**config.mk**
```make
export PLATFORM = sky130hd
export DESIGN_NAME = div_unit_top
export DESIGN_NICKNAME = d
export VERILOG_FILES = /design/src/hdl/fxp_pkg.sv /design/src/hdl/div_csr_pkg.sv /design/src/hdl/divu_core.sv /design/src/hdl/q_convert.sv /design/src/hdl/fxp_signed_div.sv /design/src/hdl/div_csr.sv /design/src/hdl/div_unit_top.sv
export VERILOG_INCLUDE_DIRS = /design/src /design/src/hdl
export SDC_FILE = /design/constraint.sdc
export NUM_CORES = 1
export LEC_CHECK = 0
export ABC_AREA = 1
export BUFFER_PORTS_ARGS = -buffer_cell sky130_fd_sc_hd__buf_2
export CORE_MARGIN = 2
export CORE_UTILIZATION = 50
export CTS_CLUSTER_SIZE = 16
export DETAILED_ROUTE_END_ITERATION = 12
export PLACE_DENSITY = 0.74
export SLEW_MARGIN = 20
export SYNTH_ARGS = -nofsm -noshare
export SYNTH_HDL_FRONTEND = slang
export SYNTH_SLANG_ARGS = --single-unit
```
**constraint.sdc**
```tcl
create_clock -name clk -period 2.8 [get_ports clk]
set_clock_uncertainty 0.1 [all_clocks]
set_input_delay 0.14 -clock clk [delete_from_list [all_inputs] [get_ports clk]]
set_output_delay 0.14 -clock clk [all_outputs]
set_load 0.005 [all_outputs]
```
**src/hdl/div_cfg.svh**
```systemverilog
`ifndef DIV_CFG_SVH
`define DIV_CFG_SVH

`default_nettype none

// ------------------------------------------------------------------------
// fixed-point formats
// ------------------------------------------------------------------------
`define DIV_IN_I   8                        // input integer bits, sign included
`define DIV_IN_F   8                        // input fraction bits
`define DIV_IN_W   (`DIV_IN_I + `DIV_IN_F)

// unsigned quotient magnitude, Q16.8
`define DIV_QUO_W  (`DIV_IN_W + `DIV_IN_F)

`define DIV_OUT_I  4                        // output integer bits, sign included
`define DIV_OUT_F  12                       // output fraction bits
`define DIV_OUT_W  (`DIV_OUT_I + `DIV_OUT_F)

// ------------------------------------------------------------------------
// register block
// ------------------------------------------------------------------------
`define DIV_CNT_W      16                   // event counter width
`define DIV_CSR_AW     2
`define DIV_CSR_DW     32
`define DIV_ADDR_CTRL  2'd0                 // bit0 sat_en, bit1 zero_policy
`define DIV_ADDR_STAT  2'd1                 // {sat count, done count}, div-by-zero count at +1

`default_nettype wire

`endif

```
**src/hdl/fxp_pkg.sv**
```systemverilog
`default_nettype none

`include "div_cfg.svh"

package fxp_pkg;

    // ------------------------------------------------------------------------
    // fixed-point words
    // ------------------------------------------------------------------------

    // Q8.8 operand
    typedef logic signed [`DIV_IN_W-1:0] div_in_t;

    // Q4.12 result
    typedef logic signed [`DIV_OUT_W-1:0] div_out_t;

    // unsigned Q16.8, what the iterative core hands back
    typedef logic [`DIV_QUO_W-1:0] div_mag_t;

    // ------------------------------------------------------------------------
    // transfer structs
    // ------------------------------------------------------------------------

    // operand pair, numerator in the upper half
    typedef struct packed {
        div_in_t num;
        div_in_t den;
    } div_req_t;

    // signed quotient before format conversion
    // {sign, val} read together is one two's complement word
    typedef struct packed {
        logic     sign;
        div_mag_t val;                      // low bits of the signed Q16.8 value
    } div_raw_t;

    // final result as seen on the response port
    typedef struct packed {
        div_out_t quo;
        logic     div_by_zero;
        logic     saturated;                // out of Q4.12 range, clamped or wrapped
    } div_rsp_t;

endpackage

`default_nettype wire

```
**src/hdl/div_csr_pkg.sv**
```systemverilog
`default_nettype none

`include "div_cfg.svh"

package div_csr_pkg;

    // ------------------------------------------------------------------------
    // control fields
    // ------------------------------------------------------------------------

    // sat_en sits in bit 0 of the CTRL word
    typedef struct packed {
        logic zero_policy;                  // 0 -> zero, 1 -> signed full scale
        logic sat_en;                       // clamp instead of wrap
    } div_ctrl_t;

    // ------------------------------------------------------------------------
    // register port
    // ------------------------------------------------------------------------

    typedef struct packed {
        logic                   write;
        logic [`DIV_CSR_AW-1:0] addr;
        logic [`DIV_CSR_DW-1:0] wdata;
    } csr_req_t;

    // read data, returned one cycle after accept
    typedef struct packed {
        logic [`DIV_CSR_DW-1:0] rdata;
    } csr_rsp_t;

endpackage

`default_nettype wire

```
**src/hdl/divu_core.sv**
```systemverilog
`default_nettype none

// unsigned restoring divider, quo = floor(a * 2^FBITS / b)
// one quotient bit per clock, WIDTH+FBITS clocks per divide
module divu_core #(
    parameter int WIDTH = 16,
    parameter int FBITS = 8
) (
    input  logic                   clk,
    input  logic                   rst,
    input  logic                   start,   // single-cycle, also runs iteration 1
    output logic                   busy,
    output logic                   done,    // high one cycle, quo valid from here
    input  logic [WIDTH-1:0]       a,       // dividend
    input  logic [WIDTH-1:0]       b,       // divisor
    output logic [WIDTH+FBITS-1:0] quo
);

    localparam int QW = WIDTH + FBITS;      // iteration count = quotient bits
    localparam int CW = $clog2(QW);

    logic [CW-1:0]    cnt;                  // iterations already done
    logic [WIDTH-1:0] b_q;
    logic [WIDTH-1:0] rem_q;                // partial remainder, always < b
    logic [QW-1:0]    qr_q;                 // dividend bits out the top, quotient in the bottom

    logic [WIDTH-1:0] rem_in, div_in, rem_nx;
    logic [QW-1:0]    qr_in, qr_nx;
    logic [WIDTH:0]   trial;                // one bit wider for the shift-in
    logic             ge;
    logic             step;

    assign step = start | busy;
    assign quo  = qr_q;

    // ------------------------------------------------------------------------
    // one restoring step
    // ------------------------------------------------------------------------
    always_comb begin
        // on start take operands straight from the ports
        rem_in = start ? '0 : rem_q;
        qr_in  = start ? (QW'(a) << FBITS) : qr_q;
        div_in = start ? b : b_q;

        trial = {rem_in, qr_in[QW-1]};      // shift next dividend bit in
        ge    = (trial >= {1'b0, div_in});
        if (ge) begin
            rem_nx = WIDTH'(trial - {1'b0, div_in});
        end else begin
            rem_nx = trial[WIDTH-1:0];      // restore, keep shifted value
        end
        qr_nx = {qr_in[QW-2:0], ge};
    end

    // iteration control
    always_ff @(posedge clk or posedge rst) begin
        if (rst) begin
            busy <= 1'b0;
            done <= 1'b0;
            cnt  <= '0;
        end else begin
            done <= 1'b0;
            if (start) begin
                busy <= 1'b1;
                cnt  <= CW'(1);             // first step taken with start
            end else if (busy) begin
                if (cnt == CW'(QW - 1)) begin
                    busy <= 1'b0;           // last bit lands this edge
                    done <= 1'b1;
                end
                cnt <= cnt + 1'b1;
            end
        end
    end

    // datapath
    always_ff @(posedge clk) begin
        if (step) begin
            rem_q <= rem_nx;
            qr_q  <= qr_nx;
            b_q   <= div_in;
        end
    end

endmodule

`default_nettype wire

```
**src/hdl/q_convert.sv**
```systemverilog
`default_nettype none

`include "div_cfg.svh"

// signed Q16.8 (sign + 24 bits) to Q4.12, clamp or wrap on overflow
module q_convert #(
    parameter int IN_I  = `DIV_IN_I,
    parameter int IN_F  = `DIV_IN_F,
    parameter int OUT_I = `DIV_OUT_I,
    parameter int OUT_F = `DIV_OUT_F
) (
    input  fxp_pkg::div_raw_t raw,
    input  logic              sat_en,
    output fxp_pkg::div_out_t quo,
    output logic              saturated
);

    import fxp_pkg::*;

    // raw word: sign, IN_I+IN_F integer bits, IN_F fraction bits
    localparam int RAW_W = IN_I + 2 * IN_F + 1;
    localparam int OUT_W = OUT_I + OUT_F;
    localparam int SH    = OUT_F - IN_F;    // extra fraction bits
    localparam int EXT_W = RAW_W + SH;

    localparam div_out_t MAX_POS = {1'b0, {(OUT_W-1){1'b1}}};
    localparam div_out_t MAX_NEG = {1'b1, {(OUT_W-1){1'b0}}};

    logic [EXT_W-1:0]       ext;            // raw aligned to output fraction
    logic [EXT_W-OUT_W:0]   top;            // bits that must all match the sign
    logic                   fits;

    // ------------------------------------------------------------------------
    // alignment and range check
    // ------------------------------------------------------------------------
    assign ext  = EXT_W'(raw) << SH;
    assign top  = ext[EXT_W-1:OUT_W-1];
    assign fits = (top == '0) || (top == '1);

    always_comb begin
        saturated = !fits;                  // also set when wrapping
        if (fits || !sat_en) begin
            quo = ext[OUT_W-1:0];           // in range, or wrap to low bits
        end else if (raw.sign) begin
            quo = MAX_NEG;
        end else begin
            quo = MAX_POS;
        end
    end

endmodule

`default_nettype wire

```
**src/hdl/fxp_signed_div.sv**
```systemverilog
`default_nettype none

`include "div_cfg.svh"

// signed front end around divu_core
// strips signs on accept, puts them back on done, holds result until taken
module fxp_signed_div (
    input  logic              clk,
    input  logic              rst,
    input  logic              req_valid,
    output logic              req_ready,
    input  fxp_pkg::div_req_t req,
    input  logic              zero_policy,
    output logic              raw_valid,
    input  logic              raw_ready,
    output fxp_pkg::div_raw_t raw,
    output logic              div_by_zero,
    output logic              done_evt,
    output logic              zero_evt
);

    import fxp_pkg::*;

    localparam int IN_W  = $bits(div_in_t);
    localparam int RAW_W = $bits(div_raw_t);

    logic            accept, raw_hs;
    logic            acc_d;                 // accept delayed one cycle
    logic            pend;                  // operand taken, result not yet handed off
    logic            start, busy, done;
    logic            sign_q;                // quotient sign
    logic            sign_n;                // numerator sign, for full scale
    logic            dz_q;
    logic [IN_W-1:0] mag_n, mag_d;
    div_mag_t        quo_mag;
    logic [RAW_W-1:0] raw_next;

    // |x| as unsigned, -128.0 gives 0x8000 which is right
    function automatic logic [IN_W-1:0] magnitude(input div_in_t x);
        magnitude = x[IN_W-1] ? IN_W'(-x) : IN_W'(x);
    endfunction

    assign accept   = req_valid & req_ready;
    assign raw_hs   = raw_valid & raw_ready;
    assign done_evt = done;
    assign zero_evt = done & dz_q;

    // ------------------------------------------------------------------------
    // handshake and sequencing
    // ------------------------------------------------------------------------
    always_ff @(posedge clk or posedge rst) begin
        if (rst) begin
            req_ready <= 1'b0;              // comes up one cycle after reset
            pend      <= 1'b0;
            acc_d     <= 1'b0;
            start     <= 1'b0;
            raw_valid <= 1'b0;
        end else begin
            acc_d <= accept;
            start <= acc_d;                 // start pulses after the edge past accept
            if (accept) begin
                pend <= 1'b1;
            end else if (raw_hs) begin
                pend <= 1'b0;
            end
            req_ready <= !accept && !busy && (!pend || raw_hs);
            if (done) begin
                raw_valid <= 1'b1;
            end else if (raw_hs) begin
                raw_valid <= 1'b0;
            end
        end
    end

    // operand capture and result register
    always_ff @(posedge clk) begin
        if (accept) begin
            sign_n <= req.num[IN_W-1];
            sign_q <= req.num[IN_W-1] ^ req.den[IN_W-1];
            dz_q   <= (req.den == '0);
            mag_n  <= magnitude(req.num);
            mag_d  <= magnitude(req.den);
        end
        if (done) begin
            raw         <= div_raw_t'(raw_next);
            div_by_zero <= dz_q;
        end
    end

    // ------------------------------------------------------------------------
    // sign restore and divide-by-zero substitution
    // ------------------------------------------------------------------------
    always_comb begin
        if (dz_q) begin
            // full scale = most positive / most negative raw word
            raw_next = zero_policy ? {sign_n, {(RAW_W-1){~sign_n}}} : '0;
        end else if (sign_q) begin
            raw_next = -{1'b0, quo_mag};
        end else begin
            raw_next = {1'b0, quo_mag};
        end
    end

    divu_core #(
        .WIDTH (IN_W),
        .FBITS (`DIV_IN_F)
    ) i_divu_core (
        .clk   (clk),
        .rst   (rst),
        .start (start),
        .busy  (busy),
        .done  (done),
        .a     (mag_n),
        .b     (mag_d),
        .quo   (quo_mag)
    );

endmodule

`default_nettype wire

```
**src/hdl/div_csr.sv**
```systemverilog
`default_nettype none

`include "div_cfg.svh"

// CTRL register plus done / saturate / div-by-zero event counters
module div_csr (
    input  logic                   clk,
    input  logic                   rst,
    input  logic                   csr_valid,
    output logic                   csr_ready,
    input  div_csr_pkg::csr_req_t  csr_req,
    output logic                   csr_rvalid,
    output div_csr_pkg::csr_rsp_t  csr_rsp,
    output div_csr_pkg::div_ctrl_t ctrl,
    input  logic                   done_evt,
    input  logic                   sat_evt,
    input  logic                   zero_evt
);

    import div_csr_pkg::*;

    localparam logic [`DIV_CSR_AW-1:0] ADDR_ZERO = `DIV_ADDR_STAT + 2'd1;
    localparam int CW = `DIV_CNT_W;
    localparam int DW = $bits(csr_rsp_t);

    logic          wr_ctrl, clr, rd;
    logic [CW-1:0] done_cnt, sat_cnt, zero_cnt;
    logic [DW-1:0] rd_word;

    // stick at all ones
    function automatic logic [CW-1:0] bump(input logic [CW-1:0] c, input logic ev);
        bump = (ev && c != '1) ? c + 1'b1 : c;
    endfunction

    assign csr_ready = 1'b1;                // never stalls
    assign rd        = csr_valid & ~csr_req.write;
    assign wr_ctrl   = csr_valid & csr_req.write & (csr_req.addr == `DIV_ADDR_CTRL);
    assign clr       = csr_valid & csr_req.write & (csr_req.addr == `DIV_ADDR_STAT);

    // ------------------------------------------------------------------------
    // control and counters
    // ------------------------------------------------------------------------
    always_ff @(posedge clk or posedge rst) begin
        if (rst) begin
            ctrl       <= '{zero_policy: 1'b0, sat_en: 1'b1};
            done_cnt   <= '0;
            sat_cnt    <= '0;
            zero_cnt   <= '0;
            csr_rvalid <= 1'b0;
        end else begin
            csr_rvalid <= rd;
            if (wr_ctrl) begin
                ctrl <= div_ctrl_t'(csr_req.wdata[$bits(div_ctrl_t)-1:0]);
            end
            if (clr) begin                  // any write to STAT, wins over events
                done_cnt <= '0;
                sat_cnt  <= '0;
                zero_cnt <= '0;
            end else begin
                done_cnt <= bump(done_cnt, done_evt);
                sat_cnt  <= bump(sat_cnt, sat_evt);
                zero_cnt <= bump(zero_cnt, zero_evt);
            end
        end
    end

    // read mux, registered below
    always_comb begin
        case (csr_req.addr)
            `DIV_ADDR_CTRL: rd_word = DW'(ctrl);
            `DIV_ADDR_STAT: rd_word = DW'({sat_cnt, done_cnt});
            ADDR_ZERO:      rd_word = DW'(zero_cnt);
            default:        rd_word = '0;
        endcase
    end

    always_ff @(posedge clk) begin
        if (rd) begin
            csr_rsp.rdata <= rd_word;
        end
    end

endmodule

`default_nettype wire

```
**src/hdl/div_unit_top.sv**
```systemverilog
`default_nettype none

// divider, format converter and register block
module div_unit_top (
    input  logic                  clk,
    input  logic                  rst,
    input  logic                  req_valid,
    output logic                  req_ready,
    input  fxp_pkg::div_req_t     req,
    output logic                  rsp_valid,
    input  logic                  rsp_ready,
    output fxp_pkg::div_rsp_t     rsp,
    input  logic                  csr_valid,
    output logic                  csr_ready,
    input  div_csr_pkg::csr_req_t csr_req,
    output logic                  csr_rvalid,
    output div_csr_pkg::csr_rsp_t csr_rsp
);

    import fxp_pkg::*;
    import div_csr_pkg::*;

    div_raw_t  raw;
    div_out_t  quo;
    div_ctrl_t ctrl;
    logic      div_by_zero, saturated;
    logic      done_evt, zero_evt, sat_evt;

    // ------------------------------------------------------------------------
    // result assembly
    // ------------------------------------------------------------------------
    assign rsp.quo         = quo;
    assign rsp.div_by_zero = div_by_zero;
    assign rsp.saturated   = saturated;
    assign sat_evt         = rsp_valid & rsp_ready & saturated;  // count on handoff only

    fxp_signed_div i_signed_div (
        .clk         (clk),
        .rst         (rst),
        .req_valid   (req_valid),
        .req_ready   (req_ready),
        .req         (req),
        .zero_policy (ctrl.zero_policy),
        .raw_valid   (rsp_valid),
        .raw_ready   (rsp_ready),
        .raw         (raw),
        .div_by_zero (div_by_zero),
        .done_evt    (done_evt),
        .zero_evt    (zero_evt)
    );

    q_convert i_q_convert (
        .raw       (raw),
        .sat_en    (ctrl.sat_en),
        .quo       (quo),
        .saturated (saturated)
    );

    div_csr i_div_csr (
        .clk        (clk),
        .rst        (rst),
        .csr_valid  (csr_valid),
        .csr_ready  (csr_ready),
        .csr_req    (csr_req),
        .csr_rvalid (csr_rvalid),
        .csr_rsp    (csr_rsp),
        .ctrl       (ctrl),
        .done_evt   (done_evt),
        .sat_evt    (sat_evt),
        .zero_evt   (zero_evt)
    );

endmodule

`default_nettype wire

```
; ---- After elaboration in Yosys (flattened, before gate mapping)
; Index checks and enable logic that the tools add are counted.
; Widths: inputs -> output; s select.
[totals]
ff_bits = 212
input_bits = 72
out_inout_bits = 54
wordCells = 108
[op_classes]
n_addsub = 8
n_lt_le_gt_ge = 1
eq_ne = 7
mux = 29
n_bitwise = 12
reduce_logical = 22
[op_table]
columns = operator, count
row1 = $mux 16, 11
row2 = $pmux 32 s3, 1
row3 = $mux 25, 3
row4 = $add 16x1->16 const B, 3
row5 = $ne 16x16->1 const B, 3
row6 = $neg 16->16, 2
row7 = $mux 15, 2
row8 = $neg 24->25, 1
row9 = $mux 24, 1
row10 = $ge 17x16->1, 1
row11 = $logic_not 16->1, 1
row12 = $sub 16x16->16, 1
row13 = $eq 14x14->1 const B, 1
row14 = $logic_not 14->1, 1
row15 = $reduce_bool 2->1, 6
row16 = $mux 5, 2
row17 = $mux 1, 9
row18 = $and 1x1->1, 8
row19 = $add 5x1->5 const B, 1
row20 = $eq 5x5->1 const B, 1
row21 = $logic_and 1x1->1, 5
row22 = $logic_not 1->1, 5
row23 = $logic_or 1x1->1, 3
row24 = $eq 2x1->1 const B, 1
row25 = other kinds (5), 6

; ---- Longest topological paths before layout
; Gate-level depths: netlist of run 1.
[logic_depth]
word_depth = 7
depth_mapped = 18
ltp_nobuf = 15

; ---- Cells and area by module
; A second synthesis of run 1 with hierarchy kept.
[unflattened]
cells_unflattened = 1578
area_unflattened_um2 = 12737.2
[by_module_without_submodules]
columns = mod, n_inst, cells_each, area_each_um2, seq_area_each_um2
row1 = div_csr, 1, 588, 4613.2, 2238.4
row2 = divu_core, 1, 504, 4146.5, 1856.8
row3 = fxp_signed_div, 1, 421, 3674.8, 1956.9
row4 = q_convert, 1, 60, 274.0, 0.0
row5 = div_unit_top, 1, 5, 28.8, 0.0

; ---- Least setup slack after synthesis of run 1
; OpenSTA, ideal clock, no wires.
[synth_timing]
path_type = reg2reg
startpoint = reg i_signed_div.start
endpoint = reg i_signed_div.i_divu_core.rem_q[4], data pin
setup_ns = 0.252
arrival_time_ns = 2.265
required_ns = 2.448
path_slack_ns = 0.182
path_stages_with_launch = 17
path_buffers = 3
synth_period_minus_slack_ns = 2.618
path_cell_list = dfrtp_1 > buf_4 > inv_4 > clkbuf_1 > or2_2 > o21ai_0 > ha_1 > or2_1 > nand3_2 > nand2_2 > nand2_2 > nand2_2 > nand2_4 > nand2_4 > buf_12 > nand2_2 > nand2_1
[synth_via]
elab_chain_len = 3
elab_cells_between_ends = 6
classes_between = 1 x add/sub / 1 x order compare / 4 x mux
[synth_lines]
columns = item, line
row1 = from (decl), fxp_signed_div.sv:30  ; logic start, busy, done;
row2 = from (signal assigned), fxp_signed_div.sv:56  ; start <= 1'b0;
row3 = from (signal assigned), fxp_signed_div.sv:60  ; start <= acc_d;
row4 = "$mux 24, or another cell as far along", divu_core.sv:42  ; qr_in = start ? (QW'(a) << FBITS) : qr_q;
row5 = $ge 17x16->1 *, divu_core.sv:46  ; ge = (trial >= {1'b0, div_in});
row6 = via i_signed_div.i_divu_core.ge, divu_core.sv:30  ; logic ge;
row7 = $mux 16 *, divu_core.sv:47  ; if (ge) begin
row8 = via i_signed_div.i_divu_core.rem_nx[4], divu_core.sv:27  ; logic [WIDTH-1:0] rem_in, div_in, rem_nx;
row9 = to (signal assigned), divu_core.sv:79  ; rem_q <= rem_nx;
row10 = to (decl), divu_core.sv:24  ; logic [WIDTH-1:0] rem_q;
; Mark *: on every way through the listed nets, which the timed path passes. The rest lies on a longest branch.
; A chain may end at the register's enable or synchronous reset.

; ---- Worst setup path after layout of run 1
[layout_timing]
startpoint = reg i_signed_div.start
endpoint = reg i_signed_div.i_divu_core.rem_q[10], data pin
[layout_via]
elab_chain_len = 3
elab_cells_between_ends = 6
classes_between = 1 x add/sub / 1 x order compare / 4 x mux
[layout_lines]
columns = item, line
row1 = "$mux 24, or another cell as far along", divu_core.sv:42
row2 = $sub 16x16->16 or $ge 17x16->1 (tied branches), "divu_core.sv:48, divu_core.sv:46"
row3 = $mux 16 *, divu_core.sv:47
row4 = via i_signed_div.i_divu_core.rem_nx[10], divu_core.sv:27
; Marked as above.

==> metrics.txt, run 1 <==
outcome=finished clean; hold_sp=csr_req[33]; Comb pwr share=between 40 and 50%; Crit Path Max Fanout=31; DR vias/cell=approximately 5.2; routed length per instance=approximately 14 um; power share of the clock group=24.3%; die area=between 0.02 and 0.03 mm2; CTS buffer count=24; post-synthesis cell type count=49; synthesis-to-layout area growth=18.6%; largest family of logic cells by synthesized area=simple AND/OR/NAND/NOR gates; fraction of registers with async set or reset after synthesis=just under 30%; latest clock arrival within the worst-skew pair=~500 ps; Final GP Congestion=0.891; final hold violations=0; antenna-violating nets left=0; first-pass GRT wire length=~47 mm; post-synthesis xor/xnor area fraction=under 10%; Post-Synth Simple-Gate Area=~28%; Clock Sinks=between 200 and 250; mux cell area share after synthesis=0.0930%; via count=a little over 10000; H-tree depth=1; synthesis-stage register bit count=between 200 and 250; Fillers=between 2000 and 2500; Initial DRT Pass Iterations=5; initial drt markers=between 500 and 600; worst r2r src=i_signed_div.start; post-DP HPWL=~19 mm; width of the die=roughly 160 um; WP data required=slightly below 3000 ps; Worst R2R End=i_signed_div.i_divu_core.rem_q[10]; largest net degree at the start of global routing=50; worst min path class=in -> reg; maxcap violations=0; Reg2Reg Depth=12; final core occ=60.8%; FP Rows=56; internal power=8.74 mW; Cell Area, Synth=roughly 0.012 mm2; Avg Cell Area, Syn=8.19 um2; most frequent cells in the layout=nand2_1, inv_1, edfxtp_1; CP Class=reg -> reg; total chip power=roughly 14 mW; Final Cycle Share=93.1%; top_reg_cell synth=edfxtp_1; most common cell after layout, fill and taps aside=nand2_1; Mapped Nets=around 1600; vias in the first global route=about 10000; initial antenna violation count=1; yosys warns=0; Rel. slew slack=40.4%; Post-Syn Instances=1478; number of synthesized flops with an enable pin=149; Setup Viol. Count Final=0; peak supply drop=0.719 mV; Slew @ Worst Pin=about 890 ps; element type at the critical path start=register; Post-Synth Adder-Cell Area=2.54%; P_leak=6.71 nW; Worst R2R Setup Slack=between 150 and 200 ps; Clock Tree Root=clkbuf_16; CP arrival=roughly 2800 ps; nets@finish=1718; gr ovfl total=0; layout cell share with drive strength beyond 1=14.0%; PortBufs=94; Die Y=160 um; Final Slew Violations=0; Worst-path clk slew=~60 ps; setup_tns=0 ps; DP Area=~0.013 mm2; Flop pwr share=34.8%; remaining routing DRC violations=0; worst hold path cell count=4; total track usage=between 20% and 30%; Clock Path Buffers=3; core area=0.0236 mm2; IO Pins=between 100 and 150; Initial Utilization=51.3%; fin area=0.0144 mm2; Synth Area in Compound Gates=between 6 and 7%; sw power=between 5 and 6 mW; RSZ-0062 raised after global routing=false; Final min period=2610 ps; Seq/Total Area, Yosys=about half; top achievable clock speed=~0.38 GHz; WL final=27.8 mm; power per cell area=983 mW/mm2; Min-Delay Endpoint=i_div_csr.csr_rsp[4]; Switching Fraction=38.1%; CP endpoint kind=register; CTS tree=yes
per-stage QoR:
stage | setup slack, ps | std cells | hold WS (ps)
2_1_floorplan | 182 | 1478 | 139
3_3_place_gp | 177 | 1868 | 195
4_1_cts | 133 | 1957 | 12.2
6_report | 193 | 1961 | 25.1
3_5_place_dp | 147 | 1868 | 203
5_1_grt | 0.434 | 1961 | 36.5
layout make-up:
class                           count  area (um2)  share of cell area [%]
Antenna cell                        2        5.00                  0.0348
Clock buffer                       31         678                    4.72
Clock inverter                     13         201                    1.40
Inverter                          229         867                    6.04
Multi-Input combinational cell    991        5020                    35.0
Sequential cell                   212        6050                    42.2
Tap cell                          319         399                    2.78
Timing Repair Buffer              164        1140                    7.92
cell families after synthesis:
group,after synthesis
flops,212
xor+xnor,52
buf+inv,275
mux,1
fa+ha+maj,24
compound gates,145
other cells,1
simple gates,768
power groups by stage:
stage	registers (mW)	logic, mW	clock network [mW]
after floorplan	4.85	4.24	0
after global placement	4.93	5.34	0
after detailed placement	4.96	5.47	0
after CTS	4.90	5.58	3.48
after global routing	5.00	6.62	3.60
final	4.91	5.78	3.42
Yosys cell counts, types with 7 or more instances:
cell type / number / share of area, %
o22ai_1: 12 / 0.62
inv_1: 220 / 6.8
xor2_1: 48 / 3.5
ha_1: 23 / 2.4
nand4_1: 31 / 1.6
or2_2: 17 / 0.88
clkbuf_1: 30 / 0.93
nor3_1: 27 / 1.1
nand2_2: 16 / 0.83
buf_4: 10 / 0.62
o21ai_1: 15 / 0.62
edfxtp_1: 149 / 37
nand2_1: 355 / 11
inv_2: 7 / 0.22
nor2_1: 147 / 4.6
o21ai_0: 84 / 3.5
nand3_1: 149 / 6.2
a21oi_1: 23 / 0.95
dfrtp_1: 62 / 13
worst max-delay path by stage:
stage | start | endpoint | slack, ps
2_1_floorplan | i_signed_div.start | i_signed_div.i_divu_core.rem_q[4] | 180
3_3_place_gp | i_signed_div.start | i_signed_div.i_divu_core.rem_q[12] | 180
3_5_place_dp | i_signed_div.start | i_signed_div.i_divu_core.rem_q[10] | 150
4_1_cts | i_signed_div.start | i_signed_div.i_divu_core.rem_q[11] | 130
5_1_grt | i_signed_div.start | i_signed_div.i_divu_core.rem_q[10] | 0.4
6_report | i_signed_div.start | i_signed_div.i_divu_core.rem_q[10] | 190
worst max-delay path: stages, from the launching register on:
cell and delay (ps):
dfrtp_2 460, buf_12 190, o21ai_0 290, ha_1 340, or2_1 290, nand3_2 100, nand2_2 80, nand2_2 80
nand2_2 70, nand2_4 90, nand2_8 120, nand2_1 100, nand2_1 50
metal layers:
layer / routed length, um / up-vias / global-route usage, %
met4: 879 / 0 / 7.60
met3: 1350 / 63 / 2.70
met2: 13500 / 286 / 38.1
met1: 12100 / 4694 / 28.4
met5: 0 / - / 0
li1: - / 5094 / -
flip-flops by register name (all words and copies together), names as in the netlist, 2 cells and up:
name	flops
i_signed_div.i_divu_core.b_q	16
i_signed_div.mag_d	16
i_signed_div.mag_n	16
i_signed_div.i_divu_core.cnt	5
i_div_csr.sat_cnt	16
i_div_csr.zero_cnt	16
i_div_csr.ctrl	2
i_div_csr.csr_rsp	32
i_signed_div.raw	25
i_div_csr.done_cnt	16
i_signed_div.i_divu_core.rem_q	16
i_signed_div.i_divu_core.quo	24
repair_timing:
item | in CTS | in global routing
setup buffers | 0 | 2
hold endpoints to repair | 70 | 0
resized for setup | 0 | 14
setup endpoints to repair | 0 | 19
hold buffers | 45 | 0
Power figures use the tool's default switching activity.
==> run 2, diff against run 1 <==
CORE_UTILIZATION = 25   (was 50)
PLACE_DENSITY = 0.44   (was 0.74)
==> run 2 against run 1 <==
Critical path type is now in -> reg. Critical endpoint is now i_signed_div.mag_n[12]. Critical path depth unchanged. Core utilization shrank 30 points. Non-clock buffer count is 10 higher. Highest routed layer unchanged. Register-to-register slack better by 20 ps.
==> metrics.txt, run 2 (same netlist as run 1, synthesis figures left out) <==
outcome=finished clean (unchanged); RSZ-0062 raised after global routing=true (was false); total chip power=14.3 mW (was 14.1 mW); Reg with most FFs=i_div_csr.csr_rsp (unchanged); Slew @ Worst Pin=674 ps (was 891 ps); CP arrival=2960 ps (was 2780 ps); final hold violations=0 (unchanged); most frequent cells in the layout=nand2_1, inv_1, edfxtp_1 (unchanged); worst r2r src=i_signed_div.start (unchanged); dpl ws=90.2 ps (was 147 ps); placed cell count=2172 (was 1868); initial antenna violation count=1 (unchanged); initial drt markers=459 (was 539); setup ws final=142 ps (was 193 ps); fin cells=2268 (was 1961); width of the die=224 um (was 160 um); Worst R2R End=i_signed_div.i_divu_core.rem_q[0] (was i_signed_div.i_divu_core.rem_q[10]); largest net degree at the start of global routing=59 (was 50); CP endpoint kind=register (unchanged); Worst R2R Setup Slack=210 ps (was 190 ps); final core occ=31.1% (was 60.8%); nets@finish=1730 (was 1718); Clock Sinks=212 (unchanged); Crit Path Max Fanout=5 (was 31); Worst-path clk slew=60 ps (about the same); H-tree depth=1 (unchanged); peak supply drop=0.531 mV (was 0.719 mV); antenna cells=0 (was 2); Initial Utilization=25.4% (was 51.3%); P_leak=6.75 nW (was 6.71 nW); via count=9959 (was 10100); Final Cycle Share=94.9% (was 93.1%); worst min path class=in -> reg (unchanged); first-pass GRT wire length=52.0 mm (was 46.6 mm); IO Pins=126 (unchanged); WL final=31.5 mm (was 27.8 mm); Rel. slew slack=54.9% (was 40.4%); synthesis-to-layout area growth=22.4% (was 18.6%); vias in the first global route=9969 (was 9803); maxcap violations=0 (unchanged); Min-Delay Endpoint=i_div_csr.csr_rvalid (was i_div_csr.csr_rsp[4]); total track usage=12.8% (was 21.9%); max reg flops=32 (unchanged); worst hold path cell count=3 (was 4); delay-heaviest family, CP=buffers and inverters (was simple AND/OR/NAND/NOR gates); WP data required=3100 ps (was 2970 ps); Post-CTS Setup Inserts=0 (unchanged); power per cell area=961 mW/mm2 (was 983 mW/mm2); Final GP Congestion=0.885 (was 0.891); top achievable clock speed=0.376 GHz (was 0.384 GHz); worst path cell trace=dlygate4sd3_1, buf_2, inv_1, ha_1, nand3_1, nor2_1, nand3_1, o21ai_2, nand3_1, dlygate4sd3_1, nand2_1, dlygate4sd3_1 (was buf_12, o21ai_0, ha_1, or2_1, nand3_2, nand2_2, nand2_2, nand2_2, nand2_4, nand2_8, nand2_1, nand2_1); Initial DRT Pass Iterations=5 (unchanged); Final Slew Violations=0 (unchanged); CP max-delay cell=dlygate4sd3_1 (was dfrtp_2); Setup Viol. Count Final=0 (unchanged); Fin Hold WS=68.0 ps (was 25.1 ps); CTS buffer count=26 (was 24); most common cell after layout, fill and taps aside=nand2_1 (unchanged); post-DP HPWL=23.3 mm (was 19.2 mm); routed length per instance=13.9 um (was 14.2 um); core area=0.0477 mm2 (was 0.0236 mm2); CTS tree=yes (unchanged); Clock Tree Root=clkbuf_16 (unchanged); antenna-violating nets left=0 (unchanged); remaining routing DRC violations=0 (unchanged); FP Rows=80 (was 56); layout cell share with drive strength beyond 1=14.2% (was 14.0%); latest clock arrival within the worst-skew pair=540 ps (was 510 ps); Final min period=2660 ps (was 2610 ps); max incr delay on CP=570 ps (was 460 ps); die area=0.0502 mm2 (was 0.0255 mm2); Die Y=224 um (was 160 um); element type at the critical path start=primary input (was register); PortBufs=94 (unchanged); Clock Path Buffers=3 (unchanged); DR vias/cell=4.39 (was 5.17); Reg2Reg Depth=15 (was 12); hold_sp=csr_req[34] (was csr_req[33]); Buf/Inv on CP=5 (was 1); CP Class=in -> reg (was reg -> reg); gr ovfl total=0 (unchanged)
run 2: per-stage QoR:
stage                     TNS [ps]  cell area (um2)
after floorplan                  0            12100
after global placement           0            13400
after detailed placement         0            13400
after CTS                        0            14800
after global routing         -19.3            14800
final                            0            14800
run 2: worst reg2reg max path: cells and delay by family, from the launching register on:
family	cells	cell delay (ps)
compound gates	1	70
fa+ha+maj	1	380
buf+inv	4	510
flops	1	470
simple gates	9	820
run 2: worst max path at each step:
stage / slack (ps) / from / cells after the start / endpoint
6_report: 140 / req[16] / 12 / i_signed_div.mag_n[12]
5_1_grt: -20 / i_signed_div.start / 13 / i_signed_div.i_divu_core.rem_q[14]
4_1_cts: 40 / req[16] / 12 / i_signed_div.mag_n[12]
2_1_floorplan: 180 / i_signed_div.start / 16 / i_signed_div.i_divu_core.rem_q[4]
3_5_place_dp: 90 / i_signed_div.start / 13 / i_signed_div.i_divu_core.rem_q[14]
3_3_place_gp: 130 / i_signed_div.start / 11 / i_signed_div.i_divu_core.rem_q[12]
run 2: repair_timing:
item                                    CTS  global route
endpoints found under the hold margin    67             0
endpoints found under the setup margin    5            17
resized for setup                         1            16
hold buffers                             49             0
pin swaps                                 0             1
run 2: area by class of cell:
cell class | instances | area [um2]
fill | 5010 | 32900
sequential | 212 | 6050
multi-input combinational | 991 | 5020
timing repair buffer | 174 | 1230
inverter | 229 | 865
tap | 615 | 769
clock buffer | 35 | 726
clock inverter | 12 | 163
run 2: layer usage:
layer	GRT usage, %	up-vias	wire length (um)
met1	16.9	4610	15000
met3	1.89	38	1210
met5	0	-	0
met2	21.9	188	14600
li1	-	5123	-
met4	3.23	0	672
run 2: power breakdown:
part | internal (mW) | switching (mW)
sequential | 4.47 | 0.432
combinational | 2.09 | 3.77
clock | 2.18 | 1.31
==> run 3, diff against run 2 <==
--- a/config.mk
+++ b/config.mk
@@ -11,7 +11,6 @@
 export CORE_MARGIN = 2
-export CORE_UTILIZATION = 25
+export CORE_UTILIZATION = 54
 export CTS_CLUSTER_SIZE = 16
 export DETAILED_ROUTE_END_ITERATION = 12
-export PLACE_DENSITY = 0.44
-export SLEW_MARGIN = 20
+export PLACE_DENSITY = 0.79
 export SYNTH_ARGS = -nofsm -noshare
==> constraint.sdc (replaced) <==
create_clock -name clk -period 2.8 [get_ports clk]
set_clock_uncertainty 0.1 [all_clocks]
set_input_delay 0.56 -clock clk [delete_from_list [all_inputs] [get_ports clk]]
set_output_delay 0.56 -clock clk [all_outputs]
set_load 0.005 [all_outputs]
==> run 3 against run 2 <==
Global-route usage is 9.9 points higher. Sequential share of layout area is 3.0 points higher. Non-clock buffer count decreased by 51. Largest power group unchanged.
==> metrics.txt, run 3 (same netlist as run 1, synthesis figures left out) <==
element type at the critical path start=register (was primary input); Crit Path Max Fanout=10 (was 5); Clock Path Buffers=3 (unchanged); setup_tns=0 ps (unchanged); DR vias/cell=5.36 (was 4.39); peak supply drop=0.590 mV (was 0.531 mV); PortBufs=94 (unchanged); layout cell share with drive strength beyond 1=14.5% (was 14.2%); total chip power=13.7 mW (was 14.3 mW); max incr delay on CP=370 ps (was 570 ps); total track usage=22.7% (was 12.8%); CP Class=reg -> out (was in -> reg); WP data required=2140 ps (was 3100 ps); Rel. slew slack=52.6% (was 54.9%); core area=0.0219 mm2 (was 0.0477 mm2); final hold violations=0 (unchanged); Reg with most FFs=i_div_csr.csr_rsp (unchanged); Final GP Congestion=0.915 (was 0.885); met3 usage=3.38% (was 1.89%); CTS tree=yes (unchanged); top achievable clock speed=0.366 GHz (was 0.376 GHz); FP Rows=54 (was 80); first-pass GRT wire length=44.9 mm (was 52.0 mm); nets@finish=1677 (was 1730); fin cells=1878 (was 2268); Reg2Reg Depth=13 (was 15); grt met1 use=28.8% (was 16.9%); vias in the first global route=9624 (was 9969); power per cell area=992 mW/mm2 (was 961 mW/mm2); antenna-violating nets left=0 (unchanged); gr ovfl total=0 (unchanged); latest clock arrival within the worst-skew pair=520 ps (was 540 ps); Final Cycle Share=97.5% (was 94.9%); Final min period=2730 ps (was 2660 ps); Slew @ Worst Pin=711 ps (was 674 ps); GRT met2 Usage=39.3% (was 21.9%); CTS buffer count=24 (was 26); most frequent cells in the layout=nand2_1, inv_1, edfxtp_1 (unchanged); Worst R2R End=i_signed_div.i_divu_core.rem_q[13] (was i_signed_div.i_divu_core.rem_q[0]); Fillers=1883 (was 5010); Clock Sinks=212 (unchanged); largest net degree at the start of global routing=53 (was 59); gr busiest metal=met2 (unchanged); synthesis-to-layout area growth=14.1% (was 22.4%); via count=10100 (was 9959); CP max-delay cell=edfxtp_1 (was dlygate4sd3_1); area of the multi-input gates=0.00499 mm2 (was 0.00502 mm2); remaining routing DRC violations=0 (unchanged); DP Area=0.0129 mm2 (was 0.0134 mm2); worst r2r src=i_signed_div.start (unchanged); IO Pins=126 (unchanged); final core occ=63.1% (was 31.1%); initial drt markers=745 (was 459); delay-heaviest family, CP=simple AND/OR/NAND/NOR gates (was buffers and inverters); max reg flops=32 (unchanged); Worst-path clk slew=60 ps (about the same); Final Slew Violations=0 (unchanged); fin area=0.0138 mm2 (was 0.0148 mm2); outcome=finished clean (unchanged); routed length per instance=14.3 um (was 13.9 um); # hold bufs at CTS=0 (was 49); maxcap violations=0 (unchanged); width of the die=154 um (was 224 um); Initial DRT Pass Iterations=5 (unchanged); initial antenna violation count=1 (unchanged); Setup Viol. Count Final=0 (unchanged); post-DP HPWL=19.2 mm (was 23.3 mm); P_leak=6.48 nW (was 6.75 nW); Die Y=154 um (was 224 um); Initial Utilization=55.3% (was 25.4%); placed cell count=1832 (was 2172); RSZ-0062 raised after global routing=true (unchanged); most common cell after layout, fill and taps aside=nand2_1 (unchanged); WL final=26.9 mm (was 31.5 mm); Buf/Inv on CP=2 (was 5); worst path cell trace=nand4_1, nor2_1, nand2_1, nand2_2, nor2_1, nand2_1, buf_6, o21a_1, buf_2 (was dlygate4sd3_1, buf_2, inv_1, ha_1, nand3_1, nor2_1, nand3_1, o21ai_2, nand3_1, dlygate4sd3_1, nand2_1, dlygate4sd3_1); CP endpoint kind=output port (was register); die area=0.0236 mm2 (was 0.0502 mm2); antenna cells=0 (unchanged); flip-flop and latch area=0.00605 mm2 (unchanged); worst min path class=in -> async (was in -> reg); Clock Tree Root=clkbuf_16 (unchanged); Worst R2R Setup Slack=130 ps (was 210 ps); H-tree depth=1 (unchanged); CP arrival=2070 ps (was 2960 ps)
run 3: cell types whose count changed in the layout (fill, tap and decap cells not counted), moves of 2 or more:
cell and change:
dlygate4sd3_1 -49, clkbuf_8 -2, buf_4 -2, clkinvlp_4 +3, clkinv_1 -2, clkinv_4 +2, inv_6 -2, nor2_4 -2
clkbuf_1 -2, buf_6 -2, nor2_2 +2
run 3: power by group:
| part | switching [mW] | internal [mW] |
|---|---|---|
| logic | 3.64 | 1.98 |
| registers | 0.447 | 4.47 |
| clock network | 1.26 | 1.91 |
run 3: stage by stage:
stage | hold WS, ps | setup slack, ps
3_5_place_dp | 279 | 101
3_3_place_gp | 236 | 145
4_1_cts | 32.1 | 1.70
2_1_floorplan | 231 | 182
6_report | 26.7 | 70.9
5_1_grt | 70.2 | -15.3
run 3: how the worst max path moves through the flow:
stage                          from                                 to  slack, ps  cells past startpoint
6_report       i_signed_div.raw[20]                            rsp[17]         70                      9
5_1_grt          i_signed_div.start  i_signed_div.i_divu_core.rem_q[2]        -20                     13
4_1_cts        i_signed_div.raw[15]                            rsp[17]          2                      9
3_5_place_dp     i_signed_div.start  i_signed_div.i_divu_core.rem_q[0]        100                     15
3_3_place_gp     i_signed_div.start  i_signed_div.i_divu_core.rem_q[0]        140                     15
2_1_floorplan    i_signed_div.start  i_signed_div.i_divu_core.rem_q[4]        180                     16
run 3: layout make-up:
class / count / share of cell area (%)
flip-flops and latches: 212 / 43.8
multi-input cells: 991 / 36.1
inverters: 229 / 6.28
repair buffers: 123 / 5.43
clock buffers: 29 / 4.64
well taps: 280 / 2.54
clock inverters: 14 / 1.17
run 3: what timing repair did:
item,in CTS,in global routing
setup buffers,0,2
endpoints found under the setup margin,0,32
gates resized for setup,0,13
run 3: layer usage:
layer,part of all wire (%),vias up
met5,0.063,-
met4,3.1,2
met3,6.2,68
met2,49,348
met1,42,4634
li1,-,5021
run 3: worst register-to-register path: stages (launching register included):
cell and delay, ps:
dfrtp_2 470, inv_8 90, or2_2 290, o21ai_0 140, ha_1 330, or2_1 280
nand3_2 100, nand2_2 90, nand2_2 80, nand2_2 70, nand2_4 90, nand2_8 130
nand2_1 110, nand2_1 50
